--- config.mk ---
export PLATFORM = sky130hd
export DESIGN_NAME = hazardTop
export DESIGN_NICKNAME = d
export VERILOG_FILES = /design/src/hw/hazardPkg.sv /design/src/hw/stageReg.sv /design/src/hw/divCounter.sv /design/src/hw/divSequencer.sv /design/src/hw/hazardUnit.sv /design/src/hw/hazardTop.sv
export SDC_FILE = /design/constraint.sdc
export NUM_CORES = 1
export LEC_CHECK = 0
export BUFFER_PORTS_ARGS = -buffer_cell sky130_fd_sc_hd__buf_2
export CAP_MARGIN = 15
export CORE_ASPECT_RATIO = 1.1
export CORE_MARGIN = 2
export CORE_UTILIZATION = 48
export CTS_CLUSTER_DIAMETER = 40
export CTS_CLUSTER_SIZE = 25
export DETAILED_ROUTE_END_ITERATION = 16
export GPL_ROUTABILITY_DRIVEN = 1
export PLACE_DENSITY = 0.69
export SLEW_MARGIN = 20
export SYNTH_ARGS = -nofsm -noshare
export SYNTH_HDL_FRONTEND = slang
export SYNTH_HIERARCHICAL = 1
export SYNTH_SLANG_ARGS = --single-unit
--- constraint.sdc ---
create_clock -name clk -period 2.7 [get_ports clk]
set_input_delay 0.27 -clock clk [delete_from_list [all_inputs] [get_ports clk]]
set_output_delay 0.27 -clock clk [all_outputs]
set_load 0.005 [all_outputs]
--- src/hw/hazardPkg.sv ---
package hazardPkg;

    // register index width, r0 never forwards
    localparam int REG_W = 5;

    // divide iteration length, kept short
    localparam int DIV_CYCLES = 8;

    // wide enough for DIV_CYCLES - 1
    localparam int CNT_W = 4;

    // execute stage tracked fields
    typedef struct packed {
        logic [REG_W-1:0] rs;
        logic [REG_W-1:0] rt;
        logic [REG_W-1:0] writeReg;
        logic             regWriteEn;
        logic             memToReg;
        logic             cp0ToReg;
        logic             hiloRead;
        // carried only so the memory stage knows about the hi/lo write
        logic             hiloWrite;
        logic             divOp;
    } execInfo;

    // memory stage tracked fields
    typedef struct packed {
        logic [REG_W-1:0] writeReg;
        logic             regWriteEn;
        logic             memToReg;
        logic             cp0ToReg;
        logic             hiloWrite;
    } memInfo;

    // writeback stage tracked fields
    typedef struct packed {
        logic [REG_W-1:0] writeReg;
        logic             regWriteEn;
    } wbInfo;

endpackage

--- src/hw/stageReg.sv ---
module stageReg #(
    parameter type payloadT = logic
) (
    input  logic    clk,
    input  logic    rst,
    input  logic    stall,
    input  logic    flush,
    input  payloadT d,
    output payloadT q
);

    // all-zero payload is a bubble
    localparam payloadT BUBBLE = '0;

    // stall wins over flush so a held instruction survives
    always_ff @(posedge clk) begin
        if (rst) begin
            q <= BUBBLE;
        end
        else if (stall) begin
            q <= q;
        end
        else if (flush) begin
            q <= BUBBLE;
        end
        else begin
            q <= d;
        end
    end

endmodule

--- src/hw/divCounter.sv ---
module divCounter
    import hazardPkg::*;
(
    input  logic clk,
    input  logic rst,
    input  logic load,
    input  logic enable,
    output logic done
);

    localparam logic [CNT_W-1:0] START = CNT_W'(DIV_CYCLES - 1);

    // iterations still to go
    logic [CNT_W-1:0] count;

    always_ff @(posedge clk) begin
        if (rst) begin
            count <= '0;
        end
        else if (load) begin
            count <= START;
        end
        else if (enable && (count != '0)) begin
            // saturate at zero
            count <= count - 1'b1;
        end
    end

    assign done = (count == '0);

endmodule

--- src/hw/divSequencer.sv ---
module divSequencer (
    input  logic clk,
    input  logic rst,
    input  logic divOpE,
    input  logic stallE,
    input  logic counterDone,
    output logic divStall,
    output logic counterLoad,
    output logic counterEnable
);

    typedef enum logic [1:0] {
        seqIdle,
        seqRun,
        seqFinish
    } seqState;

    seqState state;
    seqState stateNext;

    always_ff @(posedge clk) begin
        if (rst) begin
            state <= seqIdle;
        end
        else begin
            state <= stateNext;
        end
    end

    always_comb begin
        stateNext     = state;
        divStall      = 1'b0;
        counterLoad   = 1'b0;
        counterEnable = 1'b0;
        case (state)
            seqIdle: begin
                // new divide in execute, start timing it
                if (divOpE) begin
                    divStall    = 1'b1;
                    counterLoad = 1'b1;
                    stateNext   = seqRun;
                end
            end
            seqRun: begin
                divStall      = 1'b1;
                counterEnable = 1'b1;
                if (counterDone) begin
                    stateNext = seqFinish;
                end
            end
            seqFinish: begin
                // a cache stall may keep the finished divide here;
                // don't restart it, just wait for it to move on
                if (!stallE) begin
                    stateNext = seqIdle;
                end
            end
            default: begin
                stateNext = seqIdle;
            end
        endcase
    end

endmodule

--- src/hw/hazardUnit.sv ---
module hazardUnit
    import hazardPkg::*;
(
    input  logic [REG_W-1:0] rsD,
    input  logic [REG_W-1:0] rtD,
    input  logic             branchD,
    input  logic             jumpD,
    input  logic             cacheStall,
    input  logic             divStall,
    input  execInfo          execE,
    input  memInfo           memM,
    input  wbInfo            wbW,
    output logic [1:0]       forwardAE,
    output logic [1:0]       forwardBE,
    output logic             forwardAD,
    output logic             forwardBD,
    output logic             forwardHilo,
    output logic             stallF,
    output logic             stallD,
    output logic             stallE,
    output logic             stallM,
    output logic             stallW,
    output logic             flushE
);

    logic loadUseStall;
    logic cp0Stall;
    logic branchStall;
    logic jumpStall;
    logic hazardStall;

    // alu operand A: memory result first, then writeback
    always_comb begin
        if ((execE.rs != '0) && (execE.rs == memM.writeReg) && memM.regWriteEn) begin
            forwardAE = 2'b10;
        end
        else if ((execE.rs != '0) && (execE.rs == wbW.writeReg) && wbW.regWriteEn) begin
            forwardAE = 2'b01;
        end
        else begin
            forwardAE = 2'b00;
        end
    end

    // alu operand B, same priority
    always_comb begin
        if ((execE.rt != '0) && (execE.rt == memM.writeReg) && memM.regWriteEn) begin
            forwardBE = 2'b10;
        end
        else if ((execE.rt != '0) && (execE.rt == wbW.writeReg) && wbW.regWriteEn) begin
            forwardBE = 2'b01;
        end
        else begin
            forwardBE = 2'b00;
        end
    end

    // hi/lo written one stage ahead of the reader
    assign forwardHilo = execE.hiloRead && memM.hiloWrite;

    // branch comparator only sees the memory stage
    assign forwardAD = (rsD != '0) && (rsD == memM.writeReg) && memM.regWriteEn;
    assign forwardBD = (rtD != '0) && (rtD == memM.writeReg) && memM.regWriteEn;

    // load in execute, data not back until after memory
    assign loadUseStall = execE.memToReg && ((rsD == execE.rt) || (rtD == execE.rt));

    // mfc0 result arrives as late as a load
    assign cp0Stall = execE.cp0ToReg && ((rsD == execE.rt) || (rtD == execE.rt));

    // branch needs both operands in decode
    assign branchStall = branchD && (
        (execE.regWriteEn && ((execE.writeReg == rsD) || (execE.writeReg == rtD))) ||
        (memM.memToReg && ((memM.writeReg == rsD) || (memM.writeReg == rtD))) ||
        (memM.cp0ToReg && ((memM.writeReg == rsD) || (memM.writeReg == rtD)))
    );

    // jump register reads rs only
    assign jumpStall = jumpD && (
        (execE.regWriteEn && (execE.writeReg == rsD)) ||
        (memM.memToReg && (memM.writeReg == rsD)) ||
        (memM.cp0ToReg && (memM.writeReg == rsD))
    );

    assign hazardStall = loadUseStall || cp0Stall || branchStall || jumpStall;

    // front end waits on any cause
    assign stallF = hazardStall || divStall || cacheStall;
    assign stallD = hazardStall || divStall || cacheStall;

    // back end only freezes for divide or cache
    assign stallE = divStall || cacheStall;
    assign stallM = divStall || cacheStall;
    assign stallW = divStall || cacheStall;

    // bubble into execute, not while the cache holds everything
    assign flushE = hazardStall && !cacheStall;

endmodule

--- src/hw/hazardTop.sv ---
module hazardTop
    import hazardPkg::*;
(
    input  logic             clk,
    input  logic             rst,
    input  logic             cacheStall,
    input  logic [REG_W-1:0] rsD,
    input  logic [REG_W-1:0] rtD,
    input  logic [REG_W-1:0] writeRegD,
    input  logic             regWriteEnD,
    input  logic             memToRegD,
    input  logic             cp0ToRegD,
    input  logic             hiloReadD,
    input  logic             hiloWriteD,
    input  logic             divOpD,
    input  logic             branchD,
    input  logic             jumpD,
    output logic [1:0]       forwardAE,
    output logic [1:0]       forwardBE,
    output logic             forwardAD,
    output logic             forwardBD,
    output logic             forwardHilo,
    output logic             stallF,
    output logic             stallD,
    output logic             stallE,
    output logic             stallM,
    output logic             stallW,
    output logic             flushE
);

    execInfo execD;
    execInfo execE;
    memInfo  memD;
    memInfo  memM;
    wbInfo   wbD;
    wbInfo   wbW;

    logic divStall;
    logic counterLoad;
    logic counterEnable;
    logic counterDone;

    // decode fields as they enter execute
    assign execD = '{
        rs:         rsD,
        rt:         rtD,
        writeReg:   writeRegD,
        regWriteEn: regWriteEnD,
        memToReg:   memToRegD,
        cp0ToReg:   cp0ToRegD,
        hiloRead:   hiloReadD,
        hiloWrite:  hiloWriteD,
        divOp:      divOpD
    };

    assign memD = '{
        writeReg:   execE.writeReg,
        regWriteEn: execE.regWriteEn,
        memToReg:   execE.memToReg,
        cp0ToReg:   execE.cp0ToReg,
        hiloWrite:  execE.hiloWrite
    };

    assign wbD = '{writeReg: memM.writeReg, regWriteEn: memM.regWriteEn};

    stageReg #(.payloadT(execInfo)) execStage (
        .clk(clk), .rst(rst), .stall(stallE), .flush(flushE), .d(execD), .q(execE)
    );

    // later stages are never flushed, only held
    stageReg #(.payloadT(memInfo)) memStage (
        .clk(clk), .rst(rst), .stall(stallM), .flush(1'b0), .d(memD), .q(memM)
    );

    stageReg #(.payloadT(wbInfo)) wbStage (
        .clk(clk), .rst(rst), .stall(stallW), .flush(1'b0), .d(wbD), .q(wbW)
    );

    divSequencer divSeq (
        .clk(clk), .rst(rst), .divOpE(execE.divOp), .stallE(stallE),
        .counterDone(counterDone), .divStall(divStall),
        .counterLoad(counterLoad), .counterEnable(counterEnable)
    );

    divCounter divCnt (
        .clk(clk), .rst(rst), .load(counterLoad), .enable(counterEnable), .done(counterDone)
    );

    hazardUnit hazard (
        .rsD(rsD), .rtD(rtD), .branchD(branchD), .jumpD(jumpD),
        .cacheStall(cacheStall), .divStall(divStall),
        .execE(execE), .memM(memM), .wbW(wbW),
        .forwardAE(forwardAE), .forwardBE(forwardBE),
        .forwardAD(forwardAD), .forwardBD(forwardBD), .forwardHilo(forwardHilo),
        .stallF(stallF), .stallD(stallD), .stallE(stallE),
        .stallM(stallM), .stallW(stallW), .flushE(flushE)
    );

endmodule

# --- After elaboration in Yosys (flattened, before gate mapping) ---
# Cells that the tools add are included.
word_totals:
  ff_bits: 42
  latch_bits: 0
  mem_bits_rw: 0
  romBits: 0
  in_bits: 26
  output_inout_bits: 13
  elab_cells: 101
  n_memories: 0
op_classes:
  addsub: 1
  n_mul: 0
  div: 0
  order_cmp: 0
  eq_ne: 17
  shift: 0
  n_mux: 15
  bitwise_logic: 0
  reduce_logical: 49
op_table:
  columns: ["cell", "n"]
  rows:
  - ["== test 5 bit", 12]
  - ["logical AND 1 bit", 25]
  - ["two-way mux 21 bit", 1]
  - ["nonzero test 5 bit", 4]
  - ["logical OR 1 bit", 13]
  - ["two-way mux 2 bit", 5]
  - ["two-way mux 3 bit", 2]
  - ["!= test 2 bit (second input constant)", 3]
  - ["case mux 2 bit (3 select lines)", 1]
  - ["two-way mux 1 bit", 5]
  - ["logical NOT 4 bit", 1]
  - ["nonzero test 4 bit", 1]
  - ["subtractor 4 x 1 -> 4 bit (second input constant)", 1]
  - ["AND reduction 3 bit", 1]
  - ["== test 2 x 1 -> 1 bit (second input constant)", 1]
  - ["== test 2 bit (second input constant)", 1]
  - ["logical NOT 2 bit", 1]
  - ["case mux 1 bit (2 select lines)", 1]
  - ["nonzero test 2 bit", 1]
  - ["OR reduction 2 bit", 1]
  - ["logical NOT 1 bit", 1]

# --- Logic depth before layout (Yosys ltp) ---
logic_depth:
  depth_word: 10
  depth_mapped: 9
  depth_no_buf: 7

# --- Cells and area by module ---
# Netlist, hierarchy kept.
by_module_without_submodules:
  columns: ["mod", "instances", "cells_per_inst", "area_each_um2", "seq_area_each_um2"]
  rows:
  - ["stageReg at execStage", 1, 93, 959.7, 420.4]
  - ["hazardUnit", 1, 101, 777.0, 0.0]
  - ["stageReg at memStage", 1, 40, 360.3, 180.2]
  - ["divCounter", 1, 26, 240.2, 80.1]
  - ["stageReg at wbStage", 1, 25, 236.5, 120.1]
  - ["divSequencer", 1, 10, 91.3, 40.0]
  - ["hazardTop", 1, 1, 3.8, 0.0]

# --- Worst setup path after synthesis ---
# Ideal clock, no wire load.
synth_timing:
  kind: "reg-to-reg"
  start: "register memStage/q[8] (netlist bit)"
  end: "register execStage/q[18] (netlist bit)"
  setup_ps: 122
  t_arrival_ps: 1776
  t_required_ps: 2578
  path_slack_ps: 802
  stages_incl_launch_ff: 9
  path_buffers: 1
  period_less_slack_ps: 1898
  path_cell_list: "dfxtp_1 -> xor2_1 -> or4_1 -> nor2_1 -> a2111oi_2 -> nor2_1 -> or2_4 -> buf_6 -> o22ai_2"
synth_between:
  elab_chain_cells: 10
  elab_cells_between_ends: 17
  classes_between: "2 x eq/ne; 1 x mux; 14 x reduce/logical"
synth_lines:
  columns: ["element", "line", "text"]
  rows:
  - ["start, declared", "stageReg.sv:9", "output payloadT q"]
  - ["start signal, assigned", "stageReg.sv:21", "q <= q;"]
  - ["== test 5 bit, on equally long branches", null, null]
  - ["logical OR 1 bit", "hazardUnit.sv:74, hazardUnit.sv:75", null]
  - ["logical AND 1 bit", "hazardUnit.sv:74", "(memM.memToReg && ((memM.writeReg == rsD) || (memM.writeReg == rtD))) ||"]
  - ["logical OR 1 bit", "hazardUnit.sv:73", "(execE.regWriteEn && ((execE.writeReg == rsD) || (execE.writeReg == rtD))) ||"]
  - ["logical OR 1 bit", "hazardUnit.sv:74", null]
  - ["logical AND 1 bit", "hazardUnit.sv:72", "assign branchStall = branchD && ("]
  - ["logical OR 1 bit", "hazardUnit.sv:85", "assign hazardStall = loadUseStall || cp0Stall || branchStall || jumpStall;"]
  - ["logical OR 1 bit *", "hazardUnit.sv:85", null]
  - ["logical AND 1 bit *", "hazardUnit.sv:97", "assign flushE = hazardStall && !cacheStall;"]
  - ["via flushE", "hazardTop.sv:28", "output logic flushE"]
  - ["two-way mux 21 bit *", "stageReg.sv:23", "else if (flush) begin"]
  - ["end signal, assigned", "stageReg.sv:21", null]
  - ["end, declared", "stageReg.sv:9", null]
# Mark *: on every way through the listed nets, which the timed path passes. The rest lies on a longest branch.
# A chain may end at the register's enable or synchronous reset.

# --- Worst setup path in the final report ---
layout_timing:
  start: "register memStage/q[8] (netlist bit)"
  end: "output port flushE"
layout_between:
  elab_chain_cells: 9
  elab_cells_between_ends: 16
  classes_between: "2 x eq/ne; 14 x reduce/logical"
layout_lines:
  columns: ["element", "line"]
  rows:
  - ["== test 5 bit, on equally long branches", null]
  - ["logical OR 1 bit", "hazardUnit.sv:74, hazardUnit.sv:75"]
  - ["logical AND 1 bit", "hazardUnit.sv:74"]
  - ["logical OR 1 bit", "hazardUnit.sv:73"]
  - ["logical OR 1 bit", "hazardUnit.sv:74"]
  - ["logical AND 1 bit", "hazardUnit.sv:72"]
  - ["logical OR 1 bit", "hazardUnit.sv:85"]
  - ["logical OR 1 bit *", "hazardUnit.sv:85"]
  - ["logical AND 1 bit *", "hazardUnit.sv:97"]
  - ["end, declared", "hazardTop.sv:28"]
# Every way passes the cells marked *; elsewhere a longest branch is shown, timed or not.

==> reports/metrics.yaml <==
outcome:
  status: "finished, final reports clean"
drt:
  first_iter_violations: 121
  drt_first_pass_iters: 4
  antenna_left: 0
  drc: 0
  wl_mm: 5.91
  wire_per_inst_um: 14.5
  vias_per_cell: 5.32
  num_vias: 2165
timing:
  fin_ws_ns: 0.413
  fin_skew_ns: 0.00736
  slew_violations: 0
  tns_ns: 0
  finalCritPeriodShare: 0.847
  setup_viol: 0
  relSlewSlack: 0.608
  max_freq_ghz: 0.437
  min_period_ns: 2.29
  tightest_slew_ns: 0.588
  rsz0062_at_grt: "false"
  hold_viol: 0
power:
  clkPwrFrac: 0.360
  seqPwrFrac: 0.427
  p_sw_frac: 0.275
  p_per_area_mw_per_mm2: 561
  p_leak_nw: 1.04
  power_mw: 1.69
  p_comb_frac: 0.214
  intPower_mw: 1.22
  ir_drop_v: 0.000401
  switching_power_mw: 0.463
die:
  die_w_um: 75.1
  dieArea_mm2: 0.00617
  core_area_mm2: 0.00536
  pin_count: 39
  rows: 28
  initial_utilization: 0.498
  die_y_um: 82.2
global_routing:
  antenna_found_initial: 0
  use_met1: 0.285
  met2_usage: 0.329
  met3_usage: 0.0461
  grt_overflow: 0
  grt_start_max_net_pins: 42
  grt_first_pass_wirelength_mm: 9.96
  grt_pass1_vias: 2016
  busiest_layer: "met2"
  grt.total_usage: 0.208
layout:
  layout-drive-gt1-share: 0.262
  area_growth_pct: 12.8
  stdcell_area_mm2: 0.00301
  antenna_cells: 0
  fin_util: 0.561
  final_common_cell: "dfxtp_1"
  nets: 358
  final_cell_mix: "dfxtp_1, nand2_1, xnor2_1"
worst_setup_path:
  worst-setup-path-type: "flop to output pin"
  critPathTopFamily: "simple AND/OR/NAND/NOR gates"
  cp_max_fo: 6
  r2r-end: "execStage/q[18]"
  critical_path_buf_inv_count: 1
  crit_path_cell_trace: "xor2_1, or4_1, nor2_1, a2111oi_2, nor2_1, buf_2"
  cpMaxStageDelayCell: "or4_1"
  required_ns: 2.43
  r2r_cells: 7
  cp_common_cell: "nor2_1"
  end_kind: "output pin"
  r2r_slack_ns: 0.50
  worstReg2RegStart: "memStage/q[8]"
  slowest_delay_ns: 0.54
  startpoint_type: "flop"
  cp.arrival_ns: 2.02
clocking:
  hold_buffers: 0
  worstSkewPairLatency_ns: 0.29
  clockRootBuffer: "clkbuf_8"
  clockBufferDepth: 2
  postCtsResizedCells: 0
  clkTransAtPathRegs_ns: 0.08
  cts_tree: "done"
  cts_setup_buffers: 0
  cts_buffers: 5
  clock_sinks: 42
  htree_num_levels: 2
placed_design:
  portBuffers: 38
  dp_slack_ns: 0.539
  dpl.hpwl_mm: 4.27
  gp_congestion: 0.917
  placed_area_mm2: 0.00287
yosys:
  syn_avg_cell_area_um2: 9.02
  syn_inst: 296
  synthSimpleGateAreaFrac: 0.274
  syn_area_mm2: 0.00267
  synth_top_area_cell: "dfxtp_1"
  synth.area.top_cells: "dfxtp_1, xnor2_1, o22ai_2"
  ys_seq_area_frac: 0.315
  ys_warn_count: 6
  synth_cell_types: 46
  synth_xor_area_frac: 0.164
  synth_compound_area_frac: 0.176
  synth_top_family_by_area: "simple AND/OR/NAND/NOR gates"
  ys_seq_elements: 42
  yosysTopAreaCellShare: 0.315
  synth_fa_ha_area_frac: 0.00469
  yosys-mux-area-fraction: 0
flow_run:
  drv_cap: 0
min_path:
  min_path_cells: 3
  min_to: "execStage/q[5]"
  hp-class: "primary input to flop"
  hp-start: "regWriteEnD"
layout make-up:
type	instances	area (µm²)
Clock buffer	6	82.6
Clock inverter	2	60.1
Fill cell	515	2350
Inverter	5	18.8
Multi-Input combinational cell	235	1680
Sequential cell	42	841
Tap cell	75	93.8
Timing Repair Buffer	42	233
how the worst max path moves through the flow:
stage / start / endpoint / slack (ns) / cells after the start
2_1_floorplan: memStage/q[8] / execStage/q[18] / 0.80 / 8
3_3_place_gp: rsD[4] / execStage/q[18] / 0.62 / 8
3_5_place_dp: memStage/q[8] / execStage/q[18] / 0.54 / 7
4_1_cts: memStage/q[8] / flushE / 0.40 / 6
5_1_grt: memStage/q[5] / flushE / 0.29 / 6
6_report: memStage/q[8] / flushE / 0.41 / 6
worst register-to-register path, delay by kind of cell, from the launching register on:
kind | cells | cell delay, ns
compound gates | 2 | 0.20
simple gates | 4 | 1.27
xor+xnor | 1 | 0.14
flops | 1 | 0.47
per-layer routing:
layer / up-vias / routed length (µm)
met1: 1010 / 2660
met2: 65 / 2870
met4: 0 / 85
met3: 8 / 301
met5: - / 0
li1: 1082 / -
stage by stage:
stage	std cells	hold slack, ns
6_report	407	0.237
5_1_grt	407	0.237
4_1_cts	407	0.233
3_5_place_dp	399	0.474
3_3_place_gp	399	0.465
2_1_floorplan	303	0.339
kinds of logic after synthesis:
kind of cell             Yosys count
AND/OR/NAND/NOR                  124
AO/OA/AOI/OAI                     52
XOR/XNOR                          50
flip-flops                        42
buffers and inverters             26
adder cells (fa/ha/maj)            1
other                              1
synth_stat cells (all sizes together):
library cell,n
or3,3
inv,5
a31oi,2
a21oi,9
o22ai,30
o21ai,6
o211ai,1
nand3,3
or4,5
nand4b,1
a2111oi,2
nand4,8
nor3b,2
nor2,9
or2,3
or3b,8
nand3b,2
xor2,9
and2,1
nor4b,1
nor4,6
conb,1
o31ai,1
nor2b,1
xnor2,41
o221a,1
clkbuf,2
nand2b,29
dfxtp,42
or4b,1
buf,19
nand2,41
ha,1
sequential cells by signal (all words and copies together), names as in the netlist:
signal and count:
divCnt/count 4, divSeq/state 2, execStage/q 21, memStage/q 9, wbStage/q 6
power groups by stage:
stage | clock, mW | sequential, mW | combinational (mW)
after detailed placement | 0 | 0.735 | 0.360
final | 0.607 | 0.720 | 0.360
after global placement | 0 | 0.734 | 0.355
after floorplan | 0 | 0.707 | 0.315
after global routing | 0.648 | 0.727 | 0.401
after CTS | 0.622 | 0.720 | 0.363
No activity file was read; power rests on OpenSTA's default activity.
